[src/design/odd_pipe_consts.svh]
`ifndef ODD_PIPE_CONSTS_SVH
`define ODD_PIPE_CONSTS_SVH

// operand and register file geometry
`define QW_WIDTH 128
`define WORD_WIDTH 32
`define REG_ADDR_WIDTH 7

// issue to writeback, in cycles
`define WB_LATENCY 4

// local store address limit
`define LSLR 32'h0003_FFFF

`define PC_STEP 4

`endif

[src/design/odd_pipe_pkg.sv]
`default_nettype none

`include "odd_pipe_consts.svh"

package odd_pipe_pkg;

    typedef enum logic [4:0]
    {
        op_shlqbi,
        op_shlqbii,
        op_shlqby,
        op_shlqbyi,
        op_shlqbybi,
        op_rotqby,
        op_rotqbyi,
        op_rotqbybi,
        op_rotqbi,
        op_rotqbii,
        op_gb,
        op_gbh,
        op_gb_w,
        op_br,
        op_bra,
        op_brsl,
        op_brasl,
        op_brnz,
        op_brz,
        op_brhnz,
        op_brhz,
        op_stop,
        op_nop
    } odd_op_e;

    typedef enum logic [1:0]
    {
        st_run,
        st_drain,
        st_halted
    } issue_state_e;

    // bit 0 is the most significant bit
    typedef logic [0:`QW_WIDTH-1] quad_t;

endpackage

`default_nettype wire

[src/design/fw_if.sv]
`default_nettype none

`include "odd_pipe_consts.svh"

// one unit's result on its way to writeback
interface fw_if;

    logic valid;
    logic wrt_en;
    logic [0:`REG_ADDR_WIDTH-1] rt_address;
    odd_pipe_pkg::quad_t rt_value;

    modport unit (output valid, output wrt_en, output rt_address, output rt_value);

    modport pipe (input valid, input wrt_en, input rt_address, input rt_value);

endinterface

`default_nettype wire

[src/design/branch_unit.sv]
`default_nettype none

`include "odd_pipe_consts.svh"

module branch_unit
(
    input  wire logic                       clock,
    input  wire logic                       arst_n,
    input  wire logic                       issue_fire,
    input  odd_pipe_pkg::odd_op_e           op_code,
    input  odd_pipe_pkg::quad_t             rt_in,
    input  wire logic [0:`REG_ADDR_WIDTH-1] rt_address,
    input  wire logic [0:15]                i16,
    input  wire logic [0:`WORD_WIDTH-1]     pc_in,
    output logic                            pc_valid,
    output logic [0:`WORD_WIDTH-1]          pc_out,
    fw_if.unit                              fw
);

    logic [0:`WORD_WIDTH-1] offset;
    logic [0:`WORD_WIDTH-1] seq;
    logic [0:`WORD_WIDTH-1] rel;
    logic [0:`WORD_WIDTH-1] abs_tgt;
    logic [0:`WORD_WIDTH-1] rel_taken;
    logic [0:`WORD_WIDTH-1] pc_next;
    logic pc_v;
    logic link;

    // word offset, sign extended
    assign offset = {{14{i16[0]}}, i16, 2'b00};
    assign seq = (pc_in + `WORD_WIDTH'(`PC_STEP)) & `LSLR;
    assign rel = (pc_in + offset) & `LSLR;
    assign abs_tgt = offset & `LSLR;
    assign rel_taken = rel & ~`WORD_WIDTH'(3);

    always_comb
    begin
        pc_v = 1'b1;
        pc_next = seq;
        link = 1'b0;
        case (op_code)
            odd_pipe_pkg::op_br:    pc_next = rel;
            odd_pipe_pkg::op_bra:   pc_next = abs_tgt;
            odd_pipe_pkg::op_brsl:
            begin
                pc_next = rel;
                link = 1'b1;
            end
            odd_pipe_pkg::op_brasl:
            begin
                pc_next = abs_tgt;
                link = 1'b1;
            end
            odd_pipe_pkg::op_brnz:  pc_next = (rt_in[0:31] != '0) ? rel_taken : seq;
            odd_pipe_pkg::op_brz:   pc_next = (rt_in[0:31] == '0) ? rel_taken : seq;
            odd_pipe_pkg::op_brhnz: pc_next = (rt_in[16:31] != '0) ? rel_taken : seq;
            odd_pipe_pkg::op_brhz:  pc_next = (rt_in[16:31] == '0) ? rel_taken : seq;
            // stop reports the next sequential address
            odd_pipe_pkg::op_stop:  pc_next = seq;
            default:                pc_v = 1'b0;
        endcase
    end

    assign fw.wrt_en = fw.valid;

    always_ff @(posedge clock or negedge arst_n)
    begin
        if (!arst_n)
        begin
            pc_valid <= 1'b0;
            fw.valid <= 1'b0;
        end
        else
        begin
            pc_valid <= issue_fire && pc_v;
            fw.valid <= issue_fire && link;
        end
    end

    always_ff @(posedge clock)
    begin
        if (issue_fire)
        begin
            pc_out <= pc_next;
            fw.rt_value <= {seq, {(`QW_WIDTH - `WORD_WIDTH){1'b0}}};
            fw.rt_address <= rt_address;
        end
    end

endmodule

`default_nettype wire

[src/design/drain_timer.sv]
`default_nettype none

`include "odd_pipe_consts.svh"

module drain_timer
(
    input  wire logic clock,
    input  wire logic arst_n,
    input  wire logic start,
    output logic      done
);

    localparam int CNT_W = $clog2(`WB_LATENCY);

    logic [CNT_W-1:0] count;

    // done marks the cycle in which the count steps down to zero
    assign done = (count == CNT_W'(1));

    always_ff @(posedge clock or negedge arst_n)
    begin
        if (!arst_n)
            count <= '0;
        else if (start)
            count <= CNT_W'(`WB_LATENCY - 1);
        else if (count != '0)
            count <= count - CNT_W'(1);
    end

endmodule

`default_nettype wire

[src/design/issue_control.sv]
`default_nettype none

module issue_control
(
    input  wire logic               clock,
    input  wire logic               arst_n,
    input  wire logic               issue_valid,
    input  odd_pipe_pkg::odd_op_e   op_code,
    input  wire logic               resume,
    input  wire logic               done,
    output logic                    issue_ready,
    output logic                    issue_fire,
    output logic                    start,
    output logic                    halted
);

    odd_pipe_pkg::issue_state_e state;
    odd_pipe_pkg::issue_state_e state_next;
    logic ready_q;

    assign issue_ready = ready_q;
    assign issue_fire = issue_valid && ready_q;
    assign start = issue_fire && (op_code == odd_pipe_pkg::op_stop);
    assign halted = (state == odd_pipe_pkg::st_halted);

    always_comb
    begin
        state_next = state;
        case (state)
            odd_pipe_pkg::st_run:
                if (start)
                    state_next = odd_pipe_pkg::st_drain;
            odd_pipe_pkg::st_drain:
                if (done)
                    state_next = odd_pipe_pkg::st_halted;
            odd_pipe_pkg::st_halted:
                if (resume)
                    state_next = odd_pipe_pkg::st_run;
            default:
                state_next = odd_pipe_pkg::st_run;
        endcase
    end

    // ready is registered so it drops on the edge that takes the stop
    always_ff @(posedge clock or negedge arst_n)
    begin
        if (!arst_n)
        begin
            state <= odd_pipe_pkg::st_run;
            ready_q <= 1'b0;
        end
        else
        begin
            state <= state_next;
            ready_q <= (state_next == odd_pipe_pkg::st_run);
        end
    end

    a_halt_needs_resume: assert property (
        @(posedge clock) disable iff (!arst_n)
        (state == odd_pipe_pkg::st_halted) && !resume |=> (state == odd_pipe_pkg::st_halted)
    );

endmodule

`default_nettype wire

[src/design/odd_pipe_top.sv]
`default_nettype none

`include "odd_pipe_consts.svh"

module odd_pipe_top
(
    input  wire logic                       clock,
    input  wire logic                       arst_n,
    input  wire logic                       issue_valid,
    input  odd_pipe_pkg::odd_op_e           op_code,
    input  odd_pipe_pkg::quad_t             ra,
    input  odd_pipe_pkg::quad_t             rb,
    input  odd_pipe_pkg::quad_t             rt_in,
    input  wire logic [0:`REG_ADDR_WIDTH-1] rt_address,
    input  wire logic [0:6]                 i7,
    input  wire logic [0:15]                i16,
    input  wire logic [0:`WORD_WIDTH-1]     pc_in,
    input  wire logic                       resume,
    output logic                            issue_ready,
    output logic                            pc_valid,
    output logic [0:`WORD_WIDTH-1]          pc_out,
    output logic                            wb_valid,
    output logic [0:`REG_ADDR_WIDTH-1]      wb_address,
    output odd_pipe_pkg::quad_t             wb_value,
    output logic                            halted
);

    logic issue_fire;
    logic start;
    logic done;

    fw_if perm_fw ();
    fw_if br_fw ();

    issue_control u_issue_control
    (
        .clock       (clock),
        .arst_n      (arst_n),
        .issue_valid (issue_valid),
        .op_code     (op_code),
        .resume      (resume),
        .done        (done),
        .issue_ready (issue_ready),
        .issue_fire  (issue_fire),
        .start       (start),
        .halted      (halted)
    );

    drain_timer u_drain_timer
    (
        .clock  (clock),
        .arst_n (arst_n),
        .start  (start),
        .done   (done)
    );

    permute_unit u_permute_unit
    (
        .clock      (clock),
        .arst_n     (arst_n),
        .issue_fire (issue_fire),
        .op_code    (op_code),
        .ra         (ra),
        .rb         (rb),
        .i7         (i7),
        .rt_address (rt_address),
        .fw         (perm_fw.unit)
    );

    branch_unit u_branch_unit
    (
        .clock      (clock),
        .arst_n     (arst_n),
        .issue_fire (issue_fire),
        .op_code    (op_code),
        .rt_in      (rt_in),
        .rt_address (rt_address),
        .i16        (i16),
        .pc_in      (pc_in),
        .pc_valid   (pc_valid),
        .pc_out     (pc_out),
        .fw         (br_fw.unit)
    );

    result_pipe u_result_pipe
    (
        .clock      (clock),
        .arst_n     (arst_n),
        .perm_fw    (perm_fw.pipe),
        .br_fw      (br_fw.pipe),
        .wb_valid   (wb_valid),
        .wb_address (wb_address),
        .wb_value   (wb_value)
    );

endmodule

`default_nettype wire

[src/design/permute_unit.sv]
`default_nettype none

`include "odd_pipe_consts.svh"

module permute_unit
(
    input  wire logic                       clock,
    input  wire logic                       arst_n,
    input  wire logic                       issue_fire,
    input  odd_pipe_pkg::odd_op_e           op_code,
    input  odd_pipe_pkg::quad_t             ra,
    input  odd_pipe_pkg::quad_t             rb,
    input  wire logic [0:6]                 i7,
    input  wire logic [0:`REG_ADDR_WIDTH-1] rt_address,
    fw_if.unit                              fw
);

    // shift amount in bits, byte forms already scaled by 8
    logic [7:0] amt;
    logic rot;
    logic is_perm;
    logic is_gather;
    odd_pipe_pkg::quad_t gathered;
    odd_pipe_pkg::quad_t shifted;
    odd_pipe_pkg::quad_t rotated;
    odd_pipe_pkg::quad_t result;

    // lsb of each element, element 0 lands at the top of the field
    function automatic odd_pipe_pkg::quad_t gather(input odd_pipe_pkg::quad_t v, input int ew);
        odd_pipe_pkg::quad_t r;
        int n;
        r = '0;
        n = `QW_WIDTH / ew;
        for (int j = 0; j < `QW_WIDTH / 8; j++)
        begin
            if (j < n)
                r[`WORD_WIDTH - n + j] = v[j * ew + ew - 1];
        end
        return r;
    endfunction

    always_comb
    begin
        amt = '0;
        rot = 1'b0;
        is_perm = 1'b1;
        is_gather = 1'b0;
        gathered = '0;
        case (op_code)
            odd_pipe_pkg::op_shlqbi:   amt = {5'b0, rb[29:31]};
            odd_pipe_pkg::op_shlqbii:  amt = {5'b0, i7[4:6]};
            odd_pipe_pkg::op_shlqby:   amt = {rb[27:31], 3'b000};
            odd_pipe_pkg::op_shlqbyi:  amt = {i7[2:6], 3'b000};
            odd_pipe_pkg::op_shlqbybi: amt = {rb[24:28], 3'b000};
            odd_pipe_pkg::op_rotqby:
            begin
                amt = {1'b0, rb[28:31], 3'b000};
                rot = 1'b1;
            end
            odd_pipe_pkg::op_rotqbyi:
            begin
                amt = {1'b0, i7[3:6], 3'b000};
                rot = 1'b1;
            end
            odd_pipe_pkg::op_rotqbybi:
            begin
                // only the count modulo 16 matters for a rotate
                amt = {1'b0, rb[25:28], 3'b000};
                rot = 1'b1;
            end
            odd_pipe_pkg::op_rotqbi:
            begin
                amt = {5'b0, rb[29:31]};
                rot = 1'b1;
            end
            odd_pipe_pkg::op_rotqbii:
            begin
                amt = {5'b0, i7[4:6]};
                rot = 1'b1;
            end
            odd_pipe_pkg::op_gb:
            begin
                gathered = gather(ra, 8);
                is_gather = 1'b1;
            end
            odd_pipe_pkg::op_gbh:
            begin
                gathered = gather(ra, 16);
                is_gather = 1'b1;
            end
            odd_pipe_pkg::op_gb_w:
            begin
                gathered = gather(ra, 32);
                is_gather = 1'b1;
            end
            default:   is_perm = 1'b0;
        endcase
    end

    // left is toward bit 0, so a plain left shift; 16 bytes or more clears it
    assign shifted = ra << amt;
    assign rotated = shifted | (ra >> (`QW_WIDTH - amt));
    assign result = is_gather ? gathered : (rot ? rotated : shifted);

    assign fw.wrt_en = fw.valid;

    always_ff @(posedge clock or negedge arst_n)
    begin
        if (!arst_n)
            fw.valid <= 1'b0;
        else
            fw.valid <= issue_fire && is_perm;
    end

    always_ff @(posedge clock)
    begin
        if (issue_fire)
        begin
            fw.rt_value <= result;
            fw.rt_address <= rt_address;
        end
    end

    a_perm_only: assert property (
        @(posedge clock) disable iff (!arst_n)
        issue_fire && !(op_code inside {odd_pipe_pkg::op_shlqbi, odd_pipe_pkg::op_shlqbii,
                                        odd_pipe_pkg::op_shlqby, odd_pipe_pkg::op_shlqbyi,
                                        odd_pipe_pkg::op_shlqbybi, odd_pipe_pkg::op_rotqby,
                                        odd_pipe_pkg::op_rotqbyi, odd_pipe_pkg::op_rotqbybi,
                                        odd_pipe_pkg::op_rotqbi, odd_pipe_pkg::op_rotqbii,
                                        odd_pipe_pkg::op_gb, odd_pipe_pkg::op_gbh,
                                        odd_pipe_pkg::op_gb_w})
        |=> !fw.valid
    );

endmodule

`default_nettype wire

[src/design/result_pipe.sv]
`default_nettype none

`include "odd_pipe_consts.svh"

module result_pipe
(
    input  wire logic                  clock,
    input  wire logic                  arst_n,
    fw_if.pipe                         perm_fw,
    fw_if.pipe                         br_fw,
    output logic                       wb_valid,
    output logic [0:`REG_ADDR_WIDTH-1] wb_address,
    output odd_pipe_pkg::quad_t        wb_value
);

    // the unit register already counts as the first cycle
    localparam int DEPTH = `WB_LATENCY - 1;

    logic in_v;
    logic [0:`REG_ADDR_WIDTH-1] in_addr;
    odd_pipe_pkg::quad_t in_val;
    logic [DEPTH-1:0] v_q;
    logic [0:`REG_ADDR_WIDTH-1] addr_q [DEPTH];
    odd_pipe_pkg::quad_t val_q [DEPTH];

    assign in_v = (perm_fw.valid && perm_fw.wrt_en) || (br_fw.valid && br_fw.wrt_en);
    assign in_addr = perm_fw.valid ? perm_fw.rt_address : br_fw.rt_address;
    assign in_val = perm_fw.valid ? perm_fw.rt_value : br_fw.rt_value;

    always_ff @(posedge clock or negedge arst_n)
    begin
        if (!arst_n)
            v_q <= '0;
        else
            v_q <= {v_q[DEPTH-2:0], in_v};
    end

    always_ff @(posedge clock)
    begin
        addr_q[0] <= in_addr;
        val_q[0] <= in_val;
        for (int i = 1; i < DEPTH; i++)
        begin
            addr_q[i] <= addr_q[i-1];
            val_q[i] <= val_q[i-1];
        end
    end

    assign wb_valid = v_q[DEPTH-1];
    assign wb_address = addr_q[DEPTH-1];
    assign wb_value = val_q[DEPTH-1];

    // single issue means the units never finish in the same cycle
    a_one_source: assert property (
        @(posedge clock) disable iff (!arst_n)
        !(perm_fw.valid && br_fw.valid)
    );

endmodule

`default_nettype wire

[config.mk]
export PLATFORM = sky130hd
export DESIGN_NAME = odd_pipe_top
export DESIGN_NICKNAME = d
export VERILOG_FILES = /design/src/design/odd_pipe_pkg.sv /design/src/design/fw_if.sv /design/src/design/branch_unit.sv /design/src/design/drain_timer.sv /design/src/design/issue_control.sv /design/src/design/odd_pipe_top.sv /design/src/design/permute_unit.sv /design/src/design/result_pipe.sv
export VERILOG_INCLUDE_DIRS = /design/src /design/src/design
export SDC_FILE = /design/constraint.sdc
export NUM_CORES = 2
export LEC_CHECK = 0
export ABC_CLOCK_PERIOD_IN_PS = 11800
export BUFFER_PORTS_ARGS = -buffer_cell sky130_fd_sc_hd__buf_4
export CORE_ASPECT_RATIO = 1.25
export CORE_MARGIN = 3
export CORE_UTILIZATION = 45
export DETAILED_ROUTE_END_ITERATION = 8
export PLACE_DENSITY = 0.71
export SYNTH_ARGS = -nofsm -noshare
export SYNTH_HDL_FRONTEND = slang
export SYNTH_SLANG_ARGS = --single-unit
export TNS_END_PERCENT = 20
[constraint.sdc]
create_clock -name clock -period 11.8 [get_ports clock]
set_input_delay 2.36 -clock clock [delete_from_list [all_inputs] [get_ports clock]]
set_output_delay 2.36 -clock clock [all_outputs]
set_load 0.05 [all_outputs]
# [Word-level counts from Yosys, hierarchy flattened]
# Memory sizes are Yosys's and may differ from the RTL's.
# Index checks and enable logic that the tools add are counted.
[totals] reg_bits=196 ramBits=405 inputBits=455 out_inout_bits=171 wordCells=89 memories=2
[mem_list] memory="u_result_pipe.val_q" words=3 word_bits=128 rd=3 rd_ports_with_merged_regs=0 write_ports=3 line_no="result_pipe.sv:24" text="odd_pipe_pkg::quad_t val_q [DEPTH];"
[mem_list] memory="u_result_pipe.addr_q" words=3 word_bits=7 rd=3 rd_ports_with_merged_regs=0 write_ports=3 line_no="result_pipe.sv:23" text="logic [0:`REG_ADDR_WIDTH-1] addr_q [DEPTH];"
[op_classes] add_sub_neg=4 eq_ne=24 n_shift=2 n_mux=21 bitwise_logic=1 n_reduce_logical=24
[op_table] cell="$mux W128" n=3
[op_table] cell="$pmux W112 S3" n=1
[op_table] cell="$or A128 B128 Y128" n=1
[op_table] cell="$shl A128 B8 Y128" n=1
[op_table] cell="$shr A128 B32 Y128" n=1
[op_table] cell="$pmux W18 S6" n=1
[op_table] cell="$mux W18" n=4
[op_table] cell="$pmux W8 S8" n=1
[op_table] cell="$eq A5 B4 Y1 const B" n=8
[op_table] cell="$logic_not A32 Y1" n=1
[op_table] cell="$reduce_bool A32 Y1" n=1
[op_table] cell="$eq A5 B5 Y1 const B" n=6
[op_table] cell="$eq A5 B3 Y1 const B" n=4
[op_table] cell="$add A18 B18 Y18" n=1
[op_table] cell="$add A18 B3 Y18 const B" n=1
[op_table] cell="$logic_not A16 Y1" n=1
[op_table] cell="$reduce_bool A16 Y1" n=1
[op_table] cell="$reduce_or A13 Y1" n=1
[op_table] cell="$eq A5 B2 Y1 const B" n=2
[op_table] cell="$mux W2" n=5
[op_table] cell="$reduce_or A2 Y1" n=5
[op_table] cell="$reduce_or A9 Y1" n=1
[op_table] cell="$sub A8 B8 Y9 const A" n=1
[op_table] cell="$pmux W2 S3" n=1
[op_table] cell="other kinds (12)" n=23

# [Longest topological paths before layout]
[logic_depth] ltp_word=8 mapped_depth=24 mapped_depth_nobuf=13

# [Hierarchy]
# A second synthesis with hierarchy kept.
[hier_totals] cells_unflattened=5010 hier_area_um2=42757.3
[by_module_without_submodules] mod="permute_unit" instances=1 cells_per_inst=3883 area_each_um2=27616.5
[by_module_without_submodules] mod="result_pipe" instances=1 cells_per_inst=694 area_each_um2=10984.3
[by_module_without_submodules] mod="branch_unit" instances=1 cells_per_inst=407 area_each_um2=3876.2
[by_module_without_submodules] mod="issue_control" instances=1 cells_per_inst=15 area_each_um2=162.7
[by_module_without_submodules] mod="drain_timer" instances=1 cells_per_inst=11 area_each_um2=117.6

# [Worst setup path before layout]
# OpenSTA, ideal clock, no wires.
[synth_path] path_kind="input port to flip-flop" start="input issue_valid" end="register u_issue_control.ready_q (netlist: u_issue_control.issue_ready)" setup_time_ns=0.124 arrival_time_ns=6.864 required_ns=11.676 path_slack_ns=4.812 cell_stages=6 path_buffers=0 path_cell_list="nand2_1 -> inv_1 -> nand3_1 -> mux2_2 -> nor2_1 -> nor2_1"
[synth_between] elab_chain_len=5
[synth_rtl] element="from (decl)" line_no="odd_pipe_top.sv:9" text="input wire logic issue_valid,"
[synth_rtl] element="$logic_and A1 B1 Y1" line_no="issue_control.sv:22" text="assign issue_fire = issue_valid && ready_q;"
[synth_rtl] element="net issue_fire" line_no="odd_pipe_top.sv:28" text="logic issue_fire;"
[synth_rtl] element="$logic_and A1 B1 Y1" line_no="issue_control.sv:23" text="assign start = issue_fire && (op_code == odd_pipe_pkg::op_stop);"
[synth_rtl] element="$mux W2" line_no="issue_control.sv:31" text="if (start)"
[synth_rtl] element="$pmux W2 S3" line_no="issue_control.sv:29" text="case (state)"
[synth_rtl] element="net u_issue_control.state_next[0]" line_no="issue_control.sv:18" text="odd_pipe_pkg::issue_state_e state_next;"
[synth_rtl] element="$logic_not A2 Y1" line_no="issue_control.sv:55" text="ready_q <= (state_next == odd_pipe_pkg::st_run);"
[synth_rtl] element="to (signal assigned)" line_no="issue_control.sv:55"
[synth_rtl] element="to (decl)" line_no="issue_control.sv:19" text="logic ready_q;"
# The timed path passes the listed nets, and every way through them passes these cells.
# A chain may end at the register's enable or synchronous reset.

# [Worst setup path in the final report]
[layout_path] start="input op_code[0]" end="register u_permute_unit.fw.rt_value[8], data pin"
[layout_between] elab_chain_len=8 elab_cells_between_ends=26 cone_classes="add/sub (1); eq/ne (12); shift (2); mux (5); bitwise (1); reduce/logical (5)"
[layout_rtl] element="from (decl)" line_no="odd_pipe_top.sv:10" text="input odd_pipe_pkg::odd_op_e op_code,"
[layout_rtl] element="$eq A5 B1 Y1 (tied with other cells)" line_no="permute_unit.sv:49" text="case (op_code)"
[layout_rtl] element="$reduce_or A2 Y1 (no source line)"
[layout_rtl] element="$pmux W8 S8" line_no="permute_unit.sv:49"
[layout_rtl] element="$sub A8 B8 Y9 (no source line)"
[layout_rtl] element="$shr A128 B32 Y128" line_no="permute_unit.sv:102" text="assign rotated = shifted | (ra >> (`QW_WIDTH - amt));"
[layout_rtl] element="$or A128 B128 Y128" line_no="permute_unit.sv:102"
[layout_rtl] element="$mux W128" line_no="permute_unit.sv:103" text="assign result = is_gather ? gathered : (rot ? rotated : shifted);"
[layout_rtl] element="$mux W128 *" line_no="permute_unit.sv:103"
[layout_rtl] element="to (signal assigned)" line_no="permute_unit.sv:119" text="fw.rt_value <= result;"
[layout_rtl] element="to (decl)" line_no="fw_if.sv:13" text="modport unit (output valid, output wrt_en, output rt_address, output rt_value);"
# Every way passes the cells marked *; elsewhere a longest branch is shown, timed or not.

==> qor.csv <==
metric,value,unit
Pwr Total,6840,uW
Synth area leaders,"dfxtp_1 (20%), edfxtp_1 (13%), nand3_1 (5.8%)",
Post-synth top flop,dfxtp_1,
CTS Buf Count,47,
Pre-antenna DRT Iters,7,
CP startpoint,op_code[0],
largest net degree at the start of global routing,182,
initial core utilization,0.455,
Clock Latency Late Sink,0.60,ns
Synth cell types,111,
clock root cell,clkbuf_16,
Final WS setup,3.19,ns
PD cells,153,nW/um^2
fin crit share,0.729,
postcts setup bufs,0,
RSZ-0062 raised after global routing,no,
Max Buffers Root-to-Sink,3,
CTS tree,built,
Synth top cells by count,"nand3_1 (464), nand2_1 (433), dfxtp_1 (405)",
Sum Neg Setup Slack,0,ns
Worst-path clk slew,0.07,ns
chip width,274,um
Avg Vias per Cell,7.09,
Sw Ratio,0.408,
Switch Pwr,2790,uW
Rows,122,
DRC viols,0,
initial antenna violation count,17,
Die Y,341,um
Crit Path Class,in2reg,
Peak supply drop,0.145,mV
number of flops mapped to enable cells by yosys,171,
port bufs,379,
clock power share,0.241,
H-tree lvl count,2,
Pleak,0.0173,uW
vias,42100,
first-pass GRT wire length,300000,um
area share of the largest cell type after synthesis,0.201,
synth warn,0,
sequential fraction of design power,0.356,
worst hold path type,reg2reg,
Post-Place Cell Area,42800,um^2
vias in the first global route,38400,
Worst-Margin Slew,1.41,ns
nature of the critical path startpoint,primary input,
fmax,0.116,GHz
Final Instance Area,44600,um^2
aggregate global-route resource usage,0.453,
Int Power,4050,uW
Final Max Tran Viols,0,
post-route minimum period,8.61,ns
reg-to-reg startpoint,u_issue_control.issue_ready$_DFF_PN0_,
pre-CTS setup slack,3.30,ns
combinational share of power,0.404,
share of layout cells above drive strength 1,0.178,
outcome,"finished, final reports clean",
First DRT Iteration DRCs,7280,
total grt overflow,0,
hold_buf cts,0,
Worst Path Max Fanout,181,
fin util,0.502,
"flops & latches, synth",587,
Max-cap violations,0,
area of the core,88700,um^2
arrival time worst endpoint,8.90,ns
endpoint class of the critical path,flip-flop,
Synth Instances,4733,
Placer Congestion,1.13,
most common cell in the netlist,nand3_1,
CP required,12.10,ns
dpl hpwl,167000,um
Sink Count,587,
beginning of the worst hold path,u_result_pipe.val_q[0][43]$_SDFF_PN0_,
CTS resizes,0,
"wirelength, routed",219000,um
synthesized cell area,40300,um^2
Fin. Hold Viols,0,
Synth-to-Final Area Change,10.4,%
Yosys top cell by area,dfxtp_1,
post-synthesis sequential area ratio,0.335,
I/O pin count,626,
Syn Area/Cell,8.52,um^2
final net count,5178,
antenna-violating nets left,0,
WL/cell,36.9,um
total die area,93300,um^2
Post-synth ARST share,0.0187,
Slew HR,0.0303,
final setup fails,0,
Clock Skew,0.0317,ns
## cells by family (layout without fill, tap and decap cells)
group / count (synthesis) / in the layout / synth area share
XOR/XNOR: 29 / 29 / 0.00704
AO/OA/AOI/OAI: 1481 / 1481 / 0.259
AND/OR/NAND/NOR: 1663 / 1663 / 0.205
multiplexers: 340 / 340 / 0.109
adder cells (fa/ha/maj): 20 / 20 / 0.00639
flip-flops: 587 / 587 / 0.335
other: 1 / 34 / 0.0000929
buffers and inverters: 612 / 608 / 0.0784
## power by group through the flow
stage | clock network [uW] | logic, uW | registers [uW]
2_1_floorplan | 0 | 1500 | 2500
3_3_place_gp | 0 | 2580 | 2470
3_5_place_dp | 0 | 2580 | 2480
4_1_cts | 1670 | 2580 | 2430
5_1_grt | 1740 | 2780 | 2450
6_report | 1640 | 2760 | 2430
## area by class of cell
| class | instances | area [um^2] |
|---|---|---|
| Fill cell | 8350 | 44100 |
| Multi-Input combinational cell | 3547 | 24000 |
| Sequential cell | 587 | 13500 |
| Timing Repair Buffer | 497 | 3780 |
| Tap cell | 1178 | 1470 |
| Clock buffer | 60 | 1350 |
| Clock inverter | 28 | 323 |
| Inverter | 23 | 101 |
| Antenna cell | 20 | 50.0 |
## flip-flops by register name, indices dropped and copies added (netlist names)
register	flops
u_drain_timer.count	2
u_issue_control.state	2
u_result_pipe.val_q	384
u_branch_unit.pc_valid	1
u_branch_unit.fw.valid	1
u_permute_unit.fw.valid	1
u_issue_control.issue_ready	1
u_permute_unit.fw.rt_value	128
u_branch_unit.fw.rt_value	18
u_result_pipe.addr_q	21
u_permute_unit.fw.rt_address	7
u_result_pipe.v_q	3
u_branch_unit.pc_out	18
## placed cells by master, fill, tap and decap left out, types with 119 or more instances in the layout
cell type / Yosys / final
buf_4: 160 / 492
nand3_1: 464 / 464
nand2_1: 433 / 428
dfxtp_1: 405 / 405
a21oi_1: 241 / 241
o21ai_0: 225 / 225
nor2_1: 204 / 201
mux2i_1: 184 / 183
edfxtp_1: 171 / 171
and2_1: 162 / 161
a211oi_1: 133 / 131
nor3_1: 122 / 119
## layer usage
| layer | wire length [um] | global-route usage | vias to the layer above |
|---|---|---|---|
| met4 | 23900 | 0.393 | 8 |
| met2 | 88800 | 0.633 | 3354 |
| met3 | 27100 | 0.135 | 789 |
| li1 | - | - | 17800 |
| met1 | 79600 | 0.563 | 20200 |
| met5 | 56 | 0 | - |
## final timing paths
check / slack (ns) / to / depth (start not counted)
min: 0.32 / u_result_pipe.val_q[0][171]$_DFF_P_ / 0
max: 3.19 / u_permute_unit.fw.rt_value[8]$_SDFFCE_PN0P_ / 14
max reg2reg: 8.78 / u_permute_unit.fw.rt_value[10]$_SDFFCE_PN0P_ / 4
max in group asynchronous: 10.04 / u_permute_unit.fw.valid$_DFF_PN0_ / 1
min reg2reg: 0.32 / u_result_pipe.val_q[0][171]$_DFF_P_ / 0
min in group asynchronous: 1.59 / u_branch_unit.pc_valid$_DFF_PN0_ / 1
## critical path, cell delays in order
cell,delay [ns]
buf_4,0.31
mux2i_4,0.66
nor2_4,0.19
inv_8,0.43
ha_4,0.39
buf_12,0.52
xnor2_4,0.35
mux2_2,0.42
o21ai_0,0.98
mux4_2,0.60
nor2_1,0.08
a21oi_1,0.64
mux2i_1,0.30
a221o_1,0.46
## per-stage QoR
stage | hold WS [ns] | cells
after global routing | 0.323 | 5920
after global placement | 0.310 | 5831
after floorplan | 0.310 | 4746
final | 0.318 | 5940
after CTS | 0.317 | 5919
after detailed placement | 0.312 | 5831
Note: power is estimated with default switching activity, not from simulation.
